## src/logic/audio_pkg.sv

```systemverilog
// audio word width, bit counter type and stereo sample struct
package audio_pkg;

   // ========================================
   // word format
   // ========================================
   localparam int SAMPLE_BITS     = 24;   // bits per audio word
   localparam int SAMPLE_CNT_BITS = 5;

   typedef logic [SAMPLE_BITS-1:0]     sample_t;
   typedef logic [SAMPLE_CNT_BITS-1:0] bit_idx_t;

   // counter value of the last bit in a word
   localparam bit_idx_t LAST_BIT = bit_idx_t'(SAMPLE_BITS - 1);

   // ========================================
   // stereo pair
   // ========================================
   typedef struct packed {
      sample_t left;    // upper half
      sample_t right;
   } stereo_t;

endpackage

```

## src/logic/codec_cfg_pkg.sv

```systemverilog
// control-bus timing, device address, register write type, register table, sequencer states
package codec_cfg_pkg;

   // ========================================
   // control-bus timing
   // ========================================
   localparam int TICK_DIV    = 4;     // aud_bclk cycles per half bit
   localparam int FRAME_GAP   = 16;    // idle ticks after stop
   localparam int FRAME_BITS  = 27;    // three bytes, three ack slots
   localparam int FRAME_TICKS = 2 + FRAME_BITS * 2 + 2 + FRAME_GAP;

   localparam int BIT_POS_FIRST = 2;   // after the start ticks
   localparam int BIT_POS_LAST  = BIT_POS_FIRST + FRAME_BITS * 2 - 1;
   localparam int STOP_POS      = BIT_POS_LAST + 1;

   typedef logic [$clog2(TICK_DIV)-1:0]    tick_div_t;
   typedef logic [$clog2(FRAME_TICKS)-1:0] tick_pos_t;

   // ========================================
   // register writes
   // ========================================
   typedef logic [7:0] cfg_byte_t;
   typedef logic [3:0] cfg_idx_t;

   localparam cfg_byte_t DEV_ADDR_W = 8'h34;   // address 0x1a, write
   localparam int        REG_COUNT  = 10;

   typedef struct packed {
      cfg_byte_t sub_addr;   // register number times two
      cfg_byte_t data;
   } reg_write_t;

   localparam reg_write_t CFG_TABLE [REG_COUNT] = '{
      '{8'h00, 8'h4b},   // left line in
      '{8'h02, 8'h4b},
      '{8'h04, 8'h79},   // headphone out
      '{8'h06, 8'h79},
      '{8'h08, 8'h08},
      '{8'h0a, 8'h06},
      '{8'h0c, 8'h00},
      '{8'h0e, 8'h4a},   // i2s, 24 bit, master
      '{8'h10, 8'h00},
      '{8'h12, 8'h01}    // activate
   };

   typedef enum logic [1:0] {
      CFG_IDLE,
      CFG_ISSUE,
      CFG_WAIT
   } cfg_state_t;

endpackage

```

## src/logic/i2s_rx.sv

```systemverilog
// I2S receiver capturing left and right 24-bit words from the ADC line
`timescale 1ns/1ps

module i2s_rx (
   input  logic               aud_bclk,
   input  logic               rstn,
   input  logic               aud_adclrc,
   input  logic               aud_adcdat,
   output audio_pkg::stereo_t rx_sample,
   output logic               rx_left_valid,
   output logic               rx_right_valid
);
   import audio_pkg::*;

   logic       lrc_q;
   logic [1:0] word_start;     // 0 left, 1 right
   logic [1:0] active_q;
   logic [1:0] valid_q;
   bit_idx_t   cnt_q   [2];
   sample_t    shift_q [2];
   sample_t    hold_q  [2];

   assign word_start[0] = lrc_q && !aud_adclrc;
   assign word_start[1] = !lrc_q && aud_adclrc;

   // ========================================
   // capture windows
   // ========================================
   always_ff @(posedge aud_bclk or negedge rstn)
   begin
      if (!rstn)
      begin
         lrc_q    <= 1'b0;
         active_q <= '0;
         valid_q  <= '0;
         cnt_q    <= '{default: '0};
         hold_q   <= '{default: '0};
      end
      else
      begin
         lrc_q <= aud_adclrc;
         for (int ch = 0; ch < 2; ch++)
         begin
            valid_q[ch] <= active_q[ch] && (cnt_q[ch] == LAST_BIT);
            if (word_start[ch])
            begin
               active_q[ch] <= 1'b1;
               cnt_q[ch]    <= '0;
            end
            else if (active_q[ch])
            begin
               if (cnt_q[ch] == LAST_BIT)
                  active_q[ch] <= 1'b0;
               else
                  cnt_q[ch] <= cnt_q[ch] + 1'b1;
            end
            if (valid_q[ch])
               hold_q[ch] <= shift_q[ch];   // held until next word
         end
      end
   end

   // msb arrives first
   always_ff @(posedge aud_bclk)
   begin
      for (int ch = 0; ch < 2; ch++)
      begin
         if (active_q[ch])
            shift_q[ch] <= {shift_q[ch][SAMPLE_BITS-2:0], aud_adcdat};
      end
   end

   assign rx_sample      = '{left: hold_q[0], right: hold_q[1]};
   assign rx_left_valid  = valid_q[0];
   assign rx_right_valid = valid_q[1];

endmodule

```

## src/logic/i2s_tx.sv

```systemverilog
// I2S transmitter shifting held left and right words onto the DAC line
`timescale 1ns/1ps

module i2s_tx (
   input  logic               aud_bclk,
   input  logic               rstn,
   input  logic               aud_daclrc,
   input  audio_pkg::stereo_t rx_sample,
   output logic               aud_dacdat
);
   import audio_pkg::*;

   logic       lrc_q;
   logic [1:0] word_start;     // 0 left, 1 right
   logic [1:0] active_q;
   bit_idx_t   cnt_q    [2];
   sample_t    src_word [2];
   sample_t    word_q   [2];

   assign word_start[0] = lrc_q && !aud_daclrc;
   assign word_start[1] = !lrc_q && aud_daclrc;
   assign src_word[0]   = rx_sample.left;
   assign src_word[1]   = rx_sample.right;

   // ========================================
   // word windows on rising edges
   // ========================================
   always_ff @(posedge aud_bclk or negedge rstn)
   begin
      if (!rstn)
      begin
         lrc_q    <= 1'b0;
         active_q <= '0;
         cnt_q    <= '{default: '0};
      end
      else
      begin
         lrc_q <= aud_daclrc;
         for (int ch = 0; ch < 2; ch++)
         begin
            if (word_start[ch])
            begin
               active_q[ch] <= 1'b1;
               cnt_q[ch]    <= '0;
            end
            else if (active_q[ch])
            begin
               if (cnt_q[ch] == LAST_BIT)
                  active_q[ch] <= 1'b0;
               else
                  cnt_q[ch] <= cnt_q[ch] + 1'b1;
            end
         end
      end
   end

   always_ff @(posedge aud_bclk)
   begin
      for (int ch = 0; ch < 2; ch++)
      begin
         if (word_start[ch])
            word_q[ch] <= src_word[ch];   // repeats if rx held
      end
   end

   // ========================================
   // serial output on falling edges
   // ========================================
   always_ff @(negedge aud_bclk or negedge rstn)
   begin
      if (!rstn)
         aud_dacdat <= 1'b0;
      else if (active_q[0])
         aud_dacdat <= word_q[0][LAST_BIT - cnt_q[0]];
      else if (active_q[1])
         aud_dacdat <= word_q[1][LAST_BIT - cnt_q[1]];
   end

endmodule

```

## src/logic/cfg_sequencer.sv

```systemverilog
// codec configuration sequencer stepping through the register table
`timescale 1ns/1ps

module cfg_sequencer (
   input  logic                      aud_bclk,
   input  logic                      rstn,
   input  logic                      aud_en,
   input  logic                      write_done,
   output logic                      write_start,
   output codec_cfg_pkg::reg_write_t write_word,
   output logic                      cfg_done
);
   import codec_cfg_pkg::*;

   logic [2:0] en_q;      // two sync flops, then previous value
   logic       en_rise;
   cfg_state_t state_q;
   cfg_idx_t   idx_q;

   assign en_rise = en_q[1] && !en_q[2];

   // ========================================
   // table walk
   // ========================================
   always_ff @(posedge aud_bclk or negedge rstn)
   begin
      if (!rstn)
      begin
         en_q     <= '0;
         state_q  <= CFG_IDLE;
         idx_q    <= '0;
         cfg_done <= 1'b0;
      end
      else
      begin
         en_q <= {en_q[1:0], aud_en};
         case (state_q)
            CFG_IDLE:
            begin
               if (en_rise)
               begin
                  idx_q    <= '0;
                  cfg_done <= 1'b0;
                  state_q  <= CFG_ISSUE;
               end
            end
            CFG_ISSUE:
               state_q <= CFG_WAIT;       // one strobe per entry
            CFG_WAIT:
            begin
               if (write_done)
               begin
                  if (idx_q == cfg_idx_t'(REG_COUNT - 1))
                  begin
                     state_q  <= CFG_IDLE;
                     cfg_done <= 1'b1;
                  end
                  else
                  begin
                     idx_q   <= idx_q + 1'b1;
                     state_q <= CFG_ISSUE;
                  end
               end
            end
            default:
               state_q <= CFG_IDLE;
         endcase
      end
   end

   assign write_start = (state_q == CFG_ISSUE);
   assign write_word  = CFG_TABLE[idx_q];   // stable until next write_done

endmodule

```

## src/logic/ctrl_bus_writer.sv

```systemverilog
// two-wire control-bus write engine with start, three bytes, ack slots, stop and gap
`timescale 1ns/1ps

module ctrl_bus_writer (
   input  logic                      aud_bclk,
   input  logic                      rstn,
   input  logic                      write_start,
   input  codec_cfg_pkg::reg_write_t write_word,
   output logic                      write_done,
   output logic                      ctrl_scl,
   output logic                      ctrl_sda
);
   import codec_cfg_pkg::*;

   logic                  busy_q;
   tick_div_t             div_q;
   tick_pos_t             pos_q;      // half-bit position in frame
   logic [FRAME_BITS-1:0] shift_q;
   logic                  tick;
   logic                  last_pos;
   logic                  in_bits;
   logic                  scl_next;
   logic                  sda_next;

   assign tick     = busy_q && (div_q == tick_div_t'(TICK_DIV - 1));
   assign last_pos = (pos_q == tick_pos_t'(FRAME_TICKS - 1));
   assign in_bits  = (pos_q >= BIT_POS_FIRST) && (pos_q <= BIT_POS_LAST);

   // ========================================
   // tick and position counters
   // ========================================
   always_ff @(posedge aud_bclk or negedge rstn)
   begin
      if (!rstn)
      begin
         busy_q     <= 1'b0;
         div_q      <= '0;
         pos_q      <= '0;
         write_done <= 1'b0;
      end
      else
      begin
         write_done <= tick && last_pos;   // after gap
         if (!busy_q)
         begin
            if (write_start)
            begin
               busy_q <= 1'b1;
               div_q  <= '0;
               pos_q  <= '0;
            end
         end
         else if (tick)
         begin
            div_q <= '0;
            if (last_pos)
               busy_q <= 1'b0;
            else
               pos_q <= pos_q + 1'b1;
         end
         else
         begin
            div_q <= div_q + 1'b1;
         end
      end
   end

   // ack slots carry a one, data line stays driven
   always_ff @(posedge aud_bclk)
   begin
      if (write_start && !busy_q)
         shift_q <= {DEV_ADDR_W, 1'b1, write_word.sub_addr, 1'b1, write_word.data, 1'b1};
      else if (tick && in_bits && pos_q[0])
         shift_q <= {shift_q[FRAME_BITS-2:0], 1'b1};
   end

   // ========================================
   // line levels per position
   // ========================================
   always_comb
   begin
      scl_next = 1'b1;
      sda_next = 1'b1;
      if (pos_q < BIT_POS_FIRST)
      begin
         scl_next = !pos_q[0];            // start
         sda_next = 1'b0;
      end
      else if (in_bits)
      begin
         scl_next = pos_q[0];             // low half first
         sda_next = shift_q[FRAME_BITS-1];
      end
      else if (pos_q <= STOP_POS + 1)
      begin
         scl_next = pos_q[0];             // low, then high before stop
         sda_next = 1'b0;
      end
   end

   // data moves one cycle after the clock edge
   always_ff @(posedge aud_bclk or negedge rstn)
   begin
      if (!rstn)
      begin
         ctrl_scl <= 1'b1;
         ctrl_sda <= 1'b1;
      end
      else if (busy_q)
      begin
         if (div_q == tick_div_t'(0))
            ctrl_scl <= scl_next;
         if (div_q == tick_div_t'(1))
            ctrl_sda <= sda_next;
      end
   end

endmodule

```

## src/logic/audio_loop_top.sv

```systemverilog
// top level of the codec loopback controller, configuration and I2S loopback paths
`timescale 1ns/1ps

module audio_loop_top (
   input  logic aud_bclk,
   input  logic rstn,
   input  logic aud_en,
   input  logic aud_adclrc,
   input  logic aud_adcdat,
   input  logic aud_daclrc,
   output logic aud_dacdat,
   output logic ctrl_scl,
   output logic ctrl_sda,
   output logic cfg_done
);
   import audio_pkg::*;
   import codec_cfg_pkg::*;

   logic       write_start;
   reg_write_t write_word;
   logic       write_done;
   stereo_t    rx_sample;

   // ========================================
   // configuration path
   // ========================================
   cfg_sequencer seq_i (
      .aud_bclk    (aud_bclk),
      .rstn        (rstn),
      .aud_en      (aud_en),
      .write_done  (write_done),
      .write_start (write_start),
      .write_word  (write_word),
      .cfg_done    (cfg_done)
   );

   ctrl_bus_writer bus_i (
      .aud_bclk    (aud_bclk),
      .rstn        (rstn),
      .write_start (write_start),
      .write_word  (write_word),
      .write_done  (write_done),
      .ctrl_scl    (ctrl_scl),
      .ctrl_sda    (ctrl_sda)
   );

   // ========================================
   // loopback path
   // ========================================
   i2s_rx rx_i (
      .aud_bclk       (aud_bclk),
      .rstn           (rstn),
      .aud_adclrc     (aud_adclrc),
      .aud_adcdat     (aud_adcdat),
      .rx_sample      (rx_sample),
      .rx_left_valid  (),
      .rx_right_valid ()
   );

   i2s_tx tx_i (
      .aud_bclk   (aud_bclk),
      .rstn       (rstn),
      .aud_daclrc (aud_daclrc),
      .rx_sample  (rx_sample),
      .aud_dacdat (aud_dacdat)
   );

endmodule

```

## config.mk

```make
export PLATFORM = sky130hd
export DESIGN_NAME = audio_loop_top
export DESIGN_NICKNAME = d
export VERILOG_FILES = /design/src/logic/audio_pkg.sv /design/src/logic/codec_cfg_pkg.sv /design/src/logic/i2s_rx.sv /design/src/logic/i2s_tx.sv /design/src/logic/cfg_sequencer.sv /design/src/logic/ctrl_bus_writer.sv /design/src/logic/audio_loop_top.sv
export SDC_FILE = /design/constraint.sdc
export NUM_CORES = 1
export LEC_CHECK = 0
export BUFFER_PORTS_ARGS = -buffer_cell sky130_fd_sc_hd__buf_2
export CORE_ASPECT_RATIO = 1.75
export CORE_MARGIN = 2
export CORE_UTILIZATION = 49
export DETAILED_ROUTE_END_ITERATION = 8
export GPL_ROUTABILITY_DRIVEN = 0
export SLEW_MARGIN = 40
export SYNTH_ARGS = -nofsm -noshare
export SYNTH_HDL_FRONTEND = slang
export SYNTH_HIERARCHICAL = 1
export SYNTH_SLANG_ARGS = --single-unit
```

## constraint.sdc

```tcl
create_clock -name aud_bclk -period 3 [get_ports aud_bclk]
set_input_delay 0.45 -clock aud_bclk [delete_from_list [all_inputs] [get_ports aud_bclk]]
set_output_delay 0.45 -clock aud_bclk [all_outputs]
set_load 0.01 [all_outputs]
```

==> results.toml, run 1 <==
[logic_synthesis]
syn_inst = 585
synth_ff_type = "edfxtp_1"
synth_top_family_by_area = "multiplexers"
ys_seq_area_frac = 0.6843
synth_xor_area_frac = 0.01086
ys_warn_count = 6
ys_types = 67
synth_edf_count = 112
synthMuxAreaShare = 0.1037
postSynthAreaPerCell_sq_um = 15.16
synth-seq-cells = 222
ys_top_cells_by_area = "edfxtp_1 (38%), dfrtp_1 (27%), mux2_2 (6.1%)"
syn_area_sq_um = 8869
synth_top_area_cell = "edfxtp_1"
synth-simple-area-share = 0.08818
ys_async_sr_fraction = 0.4505
synth_compound_gate_area_share = 0.06264
synth_top_cell_area_share = 0.3792
synth_fa_ha_area_frac = 0.02116

[detailed_routing]
num_vias = 4612
first_pass_iters = 4
drc = 0
vias_per_cell = 5.407
avgRoutedWirePerCell_microns = 16.92
ant_nets = 0
routed_wl_microns = 14440
first_iter_violations = 137

[global_routing]
met3_usage = 0.02333
met2_usage = 0.2857
grt_max_degree = 70
grt_pass1_vias = 4863
use_met1 = 0.1897
top_usage_layer = "met2"
antenna_found_initial = 0
gr-total-overflow = 0
grt_pass1_wl_microns = 24300
gr-usage-all-layers = 0.1567

[critical_path]
crit_slowest_cell = "mux4_2"
cp.required_ns = 1.84
arrival_ns = 2.20
cp-end-kind = "flop"
cp_max_fo = 3
critPathKind = "flop to flop"
crit_family = "multiplexers"
cp-start-kind = "flop"
path_cells = "mux4_2, or4b_4, a311oi_2, a211oi_1"
cpPeakStageDelay_ns = 0.51
worst-path-buf-inv = 0

[clock_network]
numCtsBuffers = 20
cts_setup_buffers = 0
h-tree-depth = 1
cts_hold_buf = 0
clock-sinks = 222
root_buffer = "clkbuf_16"
clk_latency_ns = 0.50
cts.clk_slew.worst_paths_ns = 0.07
clockBufferDepth = 3
cts_tree = "built"

[floorplan]
rows = 65
fp.dieH_microns = 182.0
io_pins = 10
start_util = 0.4957
die-area_sq_um = 19230
coreArea_sq_um = 17890
fp.dieW_microns = 105.7

[finish]
design_area_sq_um = 9841
multi_input_area_sq_um = 2571
nNetsFinal = 626
area.growth.synth_to_final_pct = 10.96
layout.area.seq_sq_um = 6071
final_common_cell = "edfxtp_1"
num_antenna_cells = 0
nFillCells = 1515
layout_common_cells = "edfxtp_1 (112), dfrtp_1 (95), mux2_2 (48), nor2_1 (30), nand2_1 (26)"
layout-drive-gt1-share = 0.2149

[power]
pwr_density_cell_nw_per_um2 = 822.9
power.leakage_nw = 4.086
vdd_drop_max_mv = 0.5915

[placed_design]
post-place-ws_ns = -0.3817
place_area_sq_um = 9183
port_buffers = 9
dp_hpwl_microns = 9430

[timing]
setup_viol = 2
timing.final.ws_setup_ns = -0.3618
tightest_slew_ns = 0.6443
relSlewSlack = 0.5705
fin_skew_ns = 0.02407
finalHoldViolCount = 0
rsz0062_at_grt = "yes"
maxSlewViolCount = 0

[status]
violations = "negative setup slack"
status = "finished with violations"

[flow_run]
maxCapViolCount = 0

[min_path]
min_path_type = "input port to asynchronous set/reset pin"
## where the power goes
part           switching (mW)  leakage [nW]  total [mW]  internal, mW
Clock                    1.05         0.317        2.53          1.48
Sequential              0.397          2.52        4.22          3.83
Combinational           0.656          1.25        1.34         0.688
## path summary, 6_finish.rpt
| kind | start | to | slack, ns | depth (start not counted) |
|---|---|---|---|---|
| min reg2reg | seq_i/en_q[0] | seq_i/en_q[1] | 0.38 | 0 |
| min in group aud_bclk | aud_en | seq_i/en_q[0] | 0.08 | 1 |
| max in group asynchronous | rstn | tx_i/aud_dacdat | 1.73 | 1 |
| max | tx_i/cnt_q[1] | tx_i/aud_dacdat | -0.36 | 4 |
| min | rstn | rx_i/rx_sample[40] | 0.05 | 2 |
| max reg2reg | tx_i/cnt_q[1] | tx_i/aud_dacdat | -0.36 | 4 |
## layout make-up
class                   instances  area share
multi-input cells             317      0.2613
inverters                      16    0.006103
clock buffers                  27     0.05671
clock inverters                 9    0.009536
flip-flops and latches        222      0.6169
repair buffers                 28     0.01971
well taps                     234     0.02975
## synth_stat cells (all sizes together) (2+ instances only)
cell and count:
and4b 4, xnor2 2, xor2 9, a311oi 2, ha 15, o211ai 4, or4b 2, or3 5
buf 22, nand2 27, nor3 10, nor2b 9, mux4 12, a22oi 2, o21ai 14, nor2 31
nand4 7, o31ai 3, and3 5, mux2 48, and2 2, o21bai 2, a22o 17, nand3 19
inv 16, dfxtp 10, a21oi 21, dfrtp 97, nand3b 2, nand2b 7, a32o 2, or4 2
and4 2, and3b 2, dfstp 2, a31oi 2, mux2i 9, clkbuf 12, edfxtp 112
## worst register-to-register path, delay by kind of cell, from the launching register on
| family | cells | cell delay (ns) |
|---|---|---|
| mux | 1 | 0.51 |
| simple gates | 1 | 0.49 |
| compound gates | 2 | 0.31 |
| flops | 1 | 0.40 |
## sequential cells by signal, indices dropped and copies added (netlist names), 2 cells and up
| register | cells |
|---|---|
| seq_i/idx_q | 4 |
| rx_i/active_q | 2 |
| rx_i/rx_sample | 48 |
| rx_i/valid_q | 2 |
| tx_i/cnt_q | 10 |
| bus_i/div_q | 2 |
| seq_i/state_q | 2 |
| bus_i/pos_q | 7 |
| rx_i/shift_q | 48 |
| tx_i/word_q | 48 |
| tx_i/active_q | 2 |
| bus_i/shift_q | 26 |
| seq_i/en_q | 3 |
| rx_i/cnt_q | 10 |
## metal layers
metal | routed length (microns) | share of wire
met5 | 0 | 0
met4 | 252 | 0.017
met3 | 337 | 0.023
met1 | 6081 | 0.42
met2 | 7765 | 0.54
## timing repair
item                                    CTS  global route
gates resized for setup                   0             3
pin swaps                                 0             0
endpoints found under the setup margin    2             2
## stage by stage
stage | total power, mW | hold WS (ns) | std cells | setup TNS [ns] | utilization
6_report | 8.098 | 0.05293 | 853 | -0.4121 | 0.5500
5_1_grt | 8.531 | 0.05800 | 853 | -0.5261 | 0.5500
4_1_cts | 8.205 | 0.05504 | 853 | -0.4462 | 0.5497
3_5_place_dp | 5.634 | 0.3735 | 817 | -0.3817 | 0.5132
3_3_place_gp | 5.551 | 0.3721 | 817 | -0.3820 | 0.5129
2_1_floorplan | 5.194 | 0.1544 | 589 | -0.3765 | -
## kinds of logic after synthesis
logic type	count (synthesis)
flops	222
simple gates	141
compound gates	76
mux	69
buf+inv	50
fa+ha+maj	15
xor+xnor	11
other cells	1
No activity file was read; power rests on OpenSTA's default activity.
==> inputs of run 2 (changes only) <==
--- a/config.mk
+++ b/config.mk
@@ -11,6 +11,7 @@
 export CORE_UTILIZATION = 49
 export DETAILED_ROUTE_END_ITERATION = 8
 export GPL_ROUTABILITY_DRIVEN = 0
+export RECOVER_POWER = 100
 export SLEW_MARGIN = 40
 export SYNTH_ARGS = -nofsm -noshare
 export SYNTH_HDL_FRONTEND = slang
==> run 2 against run 1 <==
The run ends with max-capacitance violations, max-slew violations, negative setup slack left; sequential share of layout area grew 0.42 points; critical endpoint unchanged; clock power is essentially flat; combinational power hardly changed; register-to-register slack hardly changed; flip-flop and latch count is the same; worst hold slack improved by 0.029 ns.
==> results.toml, run 2 (synthesis gave the netlist of run 1 again) <==
[detailed_routing]
first_iter_violations = 169
num_vias = 4644
avgRoutedWirePerCell_microns = 16.97
ant_nets = 0
routed_wl_microns = 14480
first_pass_iters = 4
drc = 0
vias_per_cell = 5.444

[floorplan]
start_util = 0.4957
io_pins = 10
rows = 65
die-area_sq_um = 19230
coreArea_sq_um = 17890
fp.dieW_microns = 105.7
fp.dieH_microns = 182.0

[finish]
design_area_sq_um = 9771
num_antenna_cells = 0
final_common_cell = "edfxtp_1"
area.growth.synth_to_final_pct = 10.17
nFillCells = 1522
fin_cells = 853
nNetsFinal = 626
layout-drive-gt1-share = 0.1793
layout_common_cells = "edfxtp_1 (112), dfrtp_1 (97), mux2_2 (48), nor2_1 (31), nand2_1 (27)"

[timing]
setup_viol = 2
maxSlewViolCount = 127
timing.final.ws_setup_ns = -0.3656
setup_tns_ns = -0.4057
whs_ns = 0.08211
fin_skew_ns = 0.02596
finalHoldViolCount = 0
tightest_slew_ns = 1.745
rsz0062_at_grt = "yes"
relSlewSlack = -0.1631

[clock_network]
cts.clk_slew.worst_paths_ns = 0.07
root_buffer = "clkbuf_16"
clockBufferDepth = 3
clk_latency_ns = 0.50
cts_setup_buffers = 0
numCtsBuffers = 20
clock-sinks = 222
cts_tree = "built"
h-tree-depth = 1
cts_hold_buf = 0
postCtsResizedCells = 0

[global_routing]
antenna_found_initial = 0
gr-usage-all-layers = 0.1567
grt_max_degree = 70
grt_pass1_wl_microns = 24300
grt_pass1_vias = 4863
gr-total-overflow = 0

[power]
p_int_mw = 5.976
pwr-share-seq = 0.523
vdd_drop_max_mv = 0.5925
p_sw_frac = 0.2595
pwr-share-comb = 0.163
pwr_density_cell_nw_per_um2 = 826.0
clockPowerShare = 0.314
p_sw_mw = 2.095
power.leakage_nw = 4.042

[placed_design]
port_buffers = 9
dp_hpwl_microns = 9430
place_area_sq_um = 9183
post-place-ws_ns = -0.3817
placed_cells = 817

[critical_path]
cp.required_ns = 1.84
cp-start-kind = "flop"
cp-end-kind = "flop"
rrSetupSlack_ns = -0.37
cp_max_fo = 3
arrival_ns = 2.21
critPathKind = "flop to flop"

[status]
violations = "max-capacitance violations, max-slew violations, negative setup slack"
status = "finished with violations"

[flow_run]
maxCapViolCount = 4

[min_path]
min_path_type = "input port to flop"
==> run 2: cell types whose count changed in the layout (fill, tap and decap cells not counted), moves of 2 or more <==
cell | before | now
buf_2 | 8 | 2
buf_4 | 19 | 13
clkbuf_1 | 5 | 17
dfrtp_1 | 95 | 97
dfrtp_2 | 2 | 0
==> run 2: cell type report <==
cell class	instances	area, sq um	share of cell area
Sequential cell	222	6068	0.6211
Clock inverter	9	93.84	0.009604
Timing Repair Buffer	28	160.2	0.01639
Multi-Input combinational cell	317	2537	0.2597
Clock buffer	27	558.0	0.05711
Inverter	16	60.06	0.006147
Tap cell	234	292.8	0.02997
==> run 2: per-layer routing <==
layer	GRT usage	up-vias	share of wire
met1	0.1897	2384	0.42
met2	0.2857	44	0.54
li1	-	2203	-
met3	0.02333	13	0.026
met5	0	-	0
met4	0.05000	0	0.017
==> run 2: worst paths after layout <==
| check | start | endpoint | cells past startpoint |
|---|---|---|---|
| max | tx_i/cnt_q[1] | tx_i/aud_dacdat | 4 |
| min | aud_en | seq_i/en_q[0] | 1 |
| max reg2reg | tx_i/cnt_q[1] | tx_i/aud_dacdat | 4 |
| min reg2reg | seq_i/en_q[0] | seq_i/en_q[1] | 0 |
| max in group asynchronous | rstn | rx_i/valid_q[1] | 3 |
| min in group asynchronous | rstn | rx_i/rx_sample[41] | 2 |
==> run 2: power by group through the flow <==
| stage | Sequential [mW] | Combinational, mW | Clock, mW |
|---|---|---|---|
| after CTS | 4.23 | 1.36 | 2.62 |
| after global placement | 4.26 | 1.29 | 0 |
| after floorplan | 4.12 | 1.08 | 0 |
| after detailed placement | 4.29 | 1.35 | 0 |
| after global routing | 4.30 | 1.48 | 2.72 |
| final | 4.22 | 1.32 | 2.53 |
==> run 2: per-stage QoR <==
step           utilization  power (mW)
4_1_cts             0.5497       8.205
5_1_grt             0.5461       8.500
6_report            0.5461       8.071
3_3_place_gp        0.5129       5.551
3_5_place_dp        0.5132       5.634
2_1_floorplan            -       5.194
==> run 2: worst max-delay path, cell delays in order, from the launching register on <==
cell      delay [ns]
dfrtp_1         0.41
mux4_2          0.51
or4b_4          0.49
a311oi_2        0.24
a211oi_1        0.07
==> inputs of run 3 (changes only) <==
--- a/config.mk
+++ b/config.mk
@@ -11,6 +11,7 @@
 export CORE_UTILIZATION = 49
 export DETAILED_ROUTE_END_ITERATION = 8
 export GPL_ROUTABILITY_DRIVEN = 0
+export GPL_TIMING_DRIVEN = 0
 export RECOVER_POWER = 100
 export SLEW_MARGIN = 40
 export SYNTH_ARGS = -nofsm -noshare
==> run 3 against run 2 <==
Largest power group unchanged; clock power rose by 11%; register-to-register slack worse by 0.06 ns; utilization up 1.3 points; final cell count increased by 2.7%; wire length is 2.5% higher; highest routed layer unchanged; critical path depth grew 1; first-iteration DRC count grew 25%; critical path type unchanged; largest cell class unchanged; the run ends with negative setup slack left; combinational power increased by 3%.
==> results.toml, run 3 (synthesis gave the netlist of run 1 again) <==
[finish]
final_common_cell = "edfxtp_1"
nNetsFinal = 647
area.growth.synth_to_final_pct = 12.85
layout_common_cells = "edfxtp_1 (112), dfrtp_1 (97), mux2_2 (47), nor2_1 (30)"
design_area_sq_um = 10010
num_antenna_cells = 0
layout-drive-gt1-share = 0.1854
nFillCells = 1508

[flow_run]
maxCapViolCount = 0

[global_routing]
top_usage_layer = "met2"
gr-total-overflow = 0
met3_usage = 0.02692
grt_max_degree = 61
met2_usage = 0.3099
gr-usage-all-layers = 0.1643
use_met1 = 0.1846
grt_pass1_wl_microns = 25410
grt_pass1_vias = 5189
antenna_found_initial = 0

[clock_network]
numCtsBuffers = 22
clock-sinks = 222
cts_tree = "built"
h-tree-depth = 1
root_buffer = "clkbuf_16"
clk_latency_ns = 0.50
clockBufferDepth = 3
cts.clk_slew.worst_paths_ns = 0.06

[detailed_routing]
num_vias = 4769
first_iter_violations = 211
ant_nets = 0
avgRoutedWirePerCell_microns = 16.94
first_pass_iters = 6
routed_wl_microns = 14840
drc = 0
vias_per_cell = 5.444

[timing]
fin_skew_ns = 0.01729
maxSlewViolCount = 0
rsz0062_at_grt = "yes"
tightest_slew_ns = 1.203
timing.final.ws_setup_ns = -0.4241
relSlewSlack = 0.1983
finalHoldViolCount = 0
setup_viol = 1

[critical_path]
r2r-end = "tx_i/aud_dacdat"
path_cells = "buf_6, mux4_1, or4_1, a311oi_2, a211oi_1"
reg2reg_depth = 5
cpPeakStageDelay_ns = 0.53
cp-start-kind = "flop"
cp_max_fo = 3
arrival_ns = 2.27
cp-end-kind = "flop"
cp.required_ns = 1.85
crit_slowest_cell = "mux4_1"
rrSetupSlack_ns = -0.42
critPathKind = "flop to flop"
r2r-start = "tx_i/cnt_q[1]"

[floorplan]
fp.dieH_microns = 182.0
start_util = 0.4957
rows = 65
io_pins = 10
die-area_sq_um = 19230
coreArea_sq_um = 17890
fp.dieW_microns = 105.7

[min_path]
min_path_type = "input port to flop"
min_path_cells = 1
hold-path-endpoint = "seq_i/en_q[0]"
hp-start = "aud_en"

[power]
pwr_density_cell_nw_per_um2 = 838.1
power.leakage_nw = 4.150
vdd_drop_max_mv = 0.5659
finalPower_mw = 8.387

[status]
violations = "negative setup slack"
status = "finished with violations"

[placed_design]
place_area_sq_um = 9319
port_buffers = 9
dp_hpwl_microns = 9886
post-place-ws_ns = -0.5707
[run 3: worst max-delay path by stage]
| stage | start | endpoint | slack (ns) | cells after the start |
|---|---|---|---|---|
| after floorplan | tx_i/cnt_q[1] | tx_i/aud_dacdat | -0.38 | 5 |
| after global placement | rstn | tx_i/aud_dacdat | -1.08 | 1 |
| after detailed placement | tx_i/cnt_q[2] | tx_i/aud_dacdat | -0.57 | 5 |
| after CTS | tx_i/cnt_q[1] | tx_i/aud_dacdat | -0.47 | 5 |
| after global routing | tx_i/cnt_q[1] | tx_i/aud_dacdat | -0.49 | 5 |
| final | tx_i/cnt_q[1] | tx_i/aud_dacdat | -0.42 | 5 |
[run 3: routing by layer]
layer | up-vias | wire length, microns
li1 | 2251 | -
met1 | 2429 | 5877
met2 | 56 | 8106
met3 | 33 | 445
met4 | 0 | 412
met5 | - | 0
[run 3: report_power, final]
| part | leakage [nW] | internal [mW] | switching, mW |
|---|---|---|---|
| sequential | 2.52 | 3.83 | 0.375 |
| clock | 0.361 | 1.69 | 1.13 |
| combinational | 1.27 | 0.661 | 0.701 |
[run 3: final cells by class]
class | instances | area [sq um] | share of cell area
inverters | 16 | 60.06 | 0.006001
flip-flops and latches | 222 | 6068 | 0.6063
repair buffers | 15 | 116.4 | 0.01163
plain buffers | 32 | 165.2 | 0.01650
well taps | 234 | 292.8 | 0.02925
clock inverters | 14 | 162.7 | 0.01625
multi-input cells | 317 | 2546 | 0.2544
clock buffers | 26 | 596.8 | 0.05963
[run 3: stage by stage]
stage | hold WS (ns) | TNS, ns | instances | utilization
after floorplan | 0.1544 | -0.3765 | 589 | -
after global placement | 0.3343 | -1.622 | 832 | 0.5154
after detailed placement | 0.3436 | -0.5707 | 835 | 0.5208
after CTS | 0.05594 | -0.4800 | 875 | 0.5642
after global routing | 0.05129 | -2.245 | 876 | 0.5594
final | 0.07653 | -0.4241 | 876 | 0.5594
[run 3: repair_timing]
item | 4_1_cts | 5_1_grt
pin swaps | 1 | 1
endpoints found under the setup margin | 2 | 2
endpoints found under the hold margin | 40 | 0
hold buffers | 1 | 0
setup buffers | 1 | 1
gates resized for setup | 2 | 3
[run 3: critical path: cells and delay by family, from the launching register on]
| kind | cells | cell delay, ns |
|---|---|---|
| simple gates | 1 | 0.42 |
| buf+inv | 1 | 0.12 |
| compound gates | 2 | 0.33 |
| mux | 1 | 0.53 |
| flops | 1 | 0.37 |
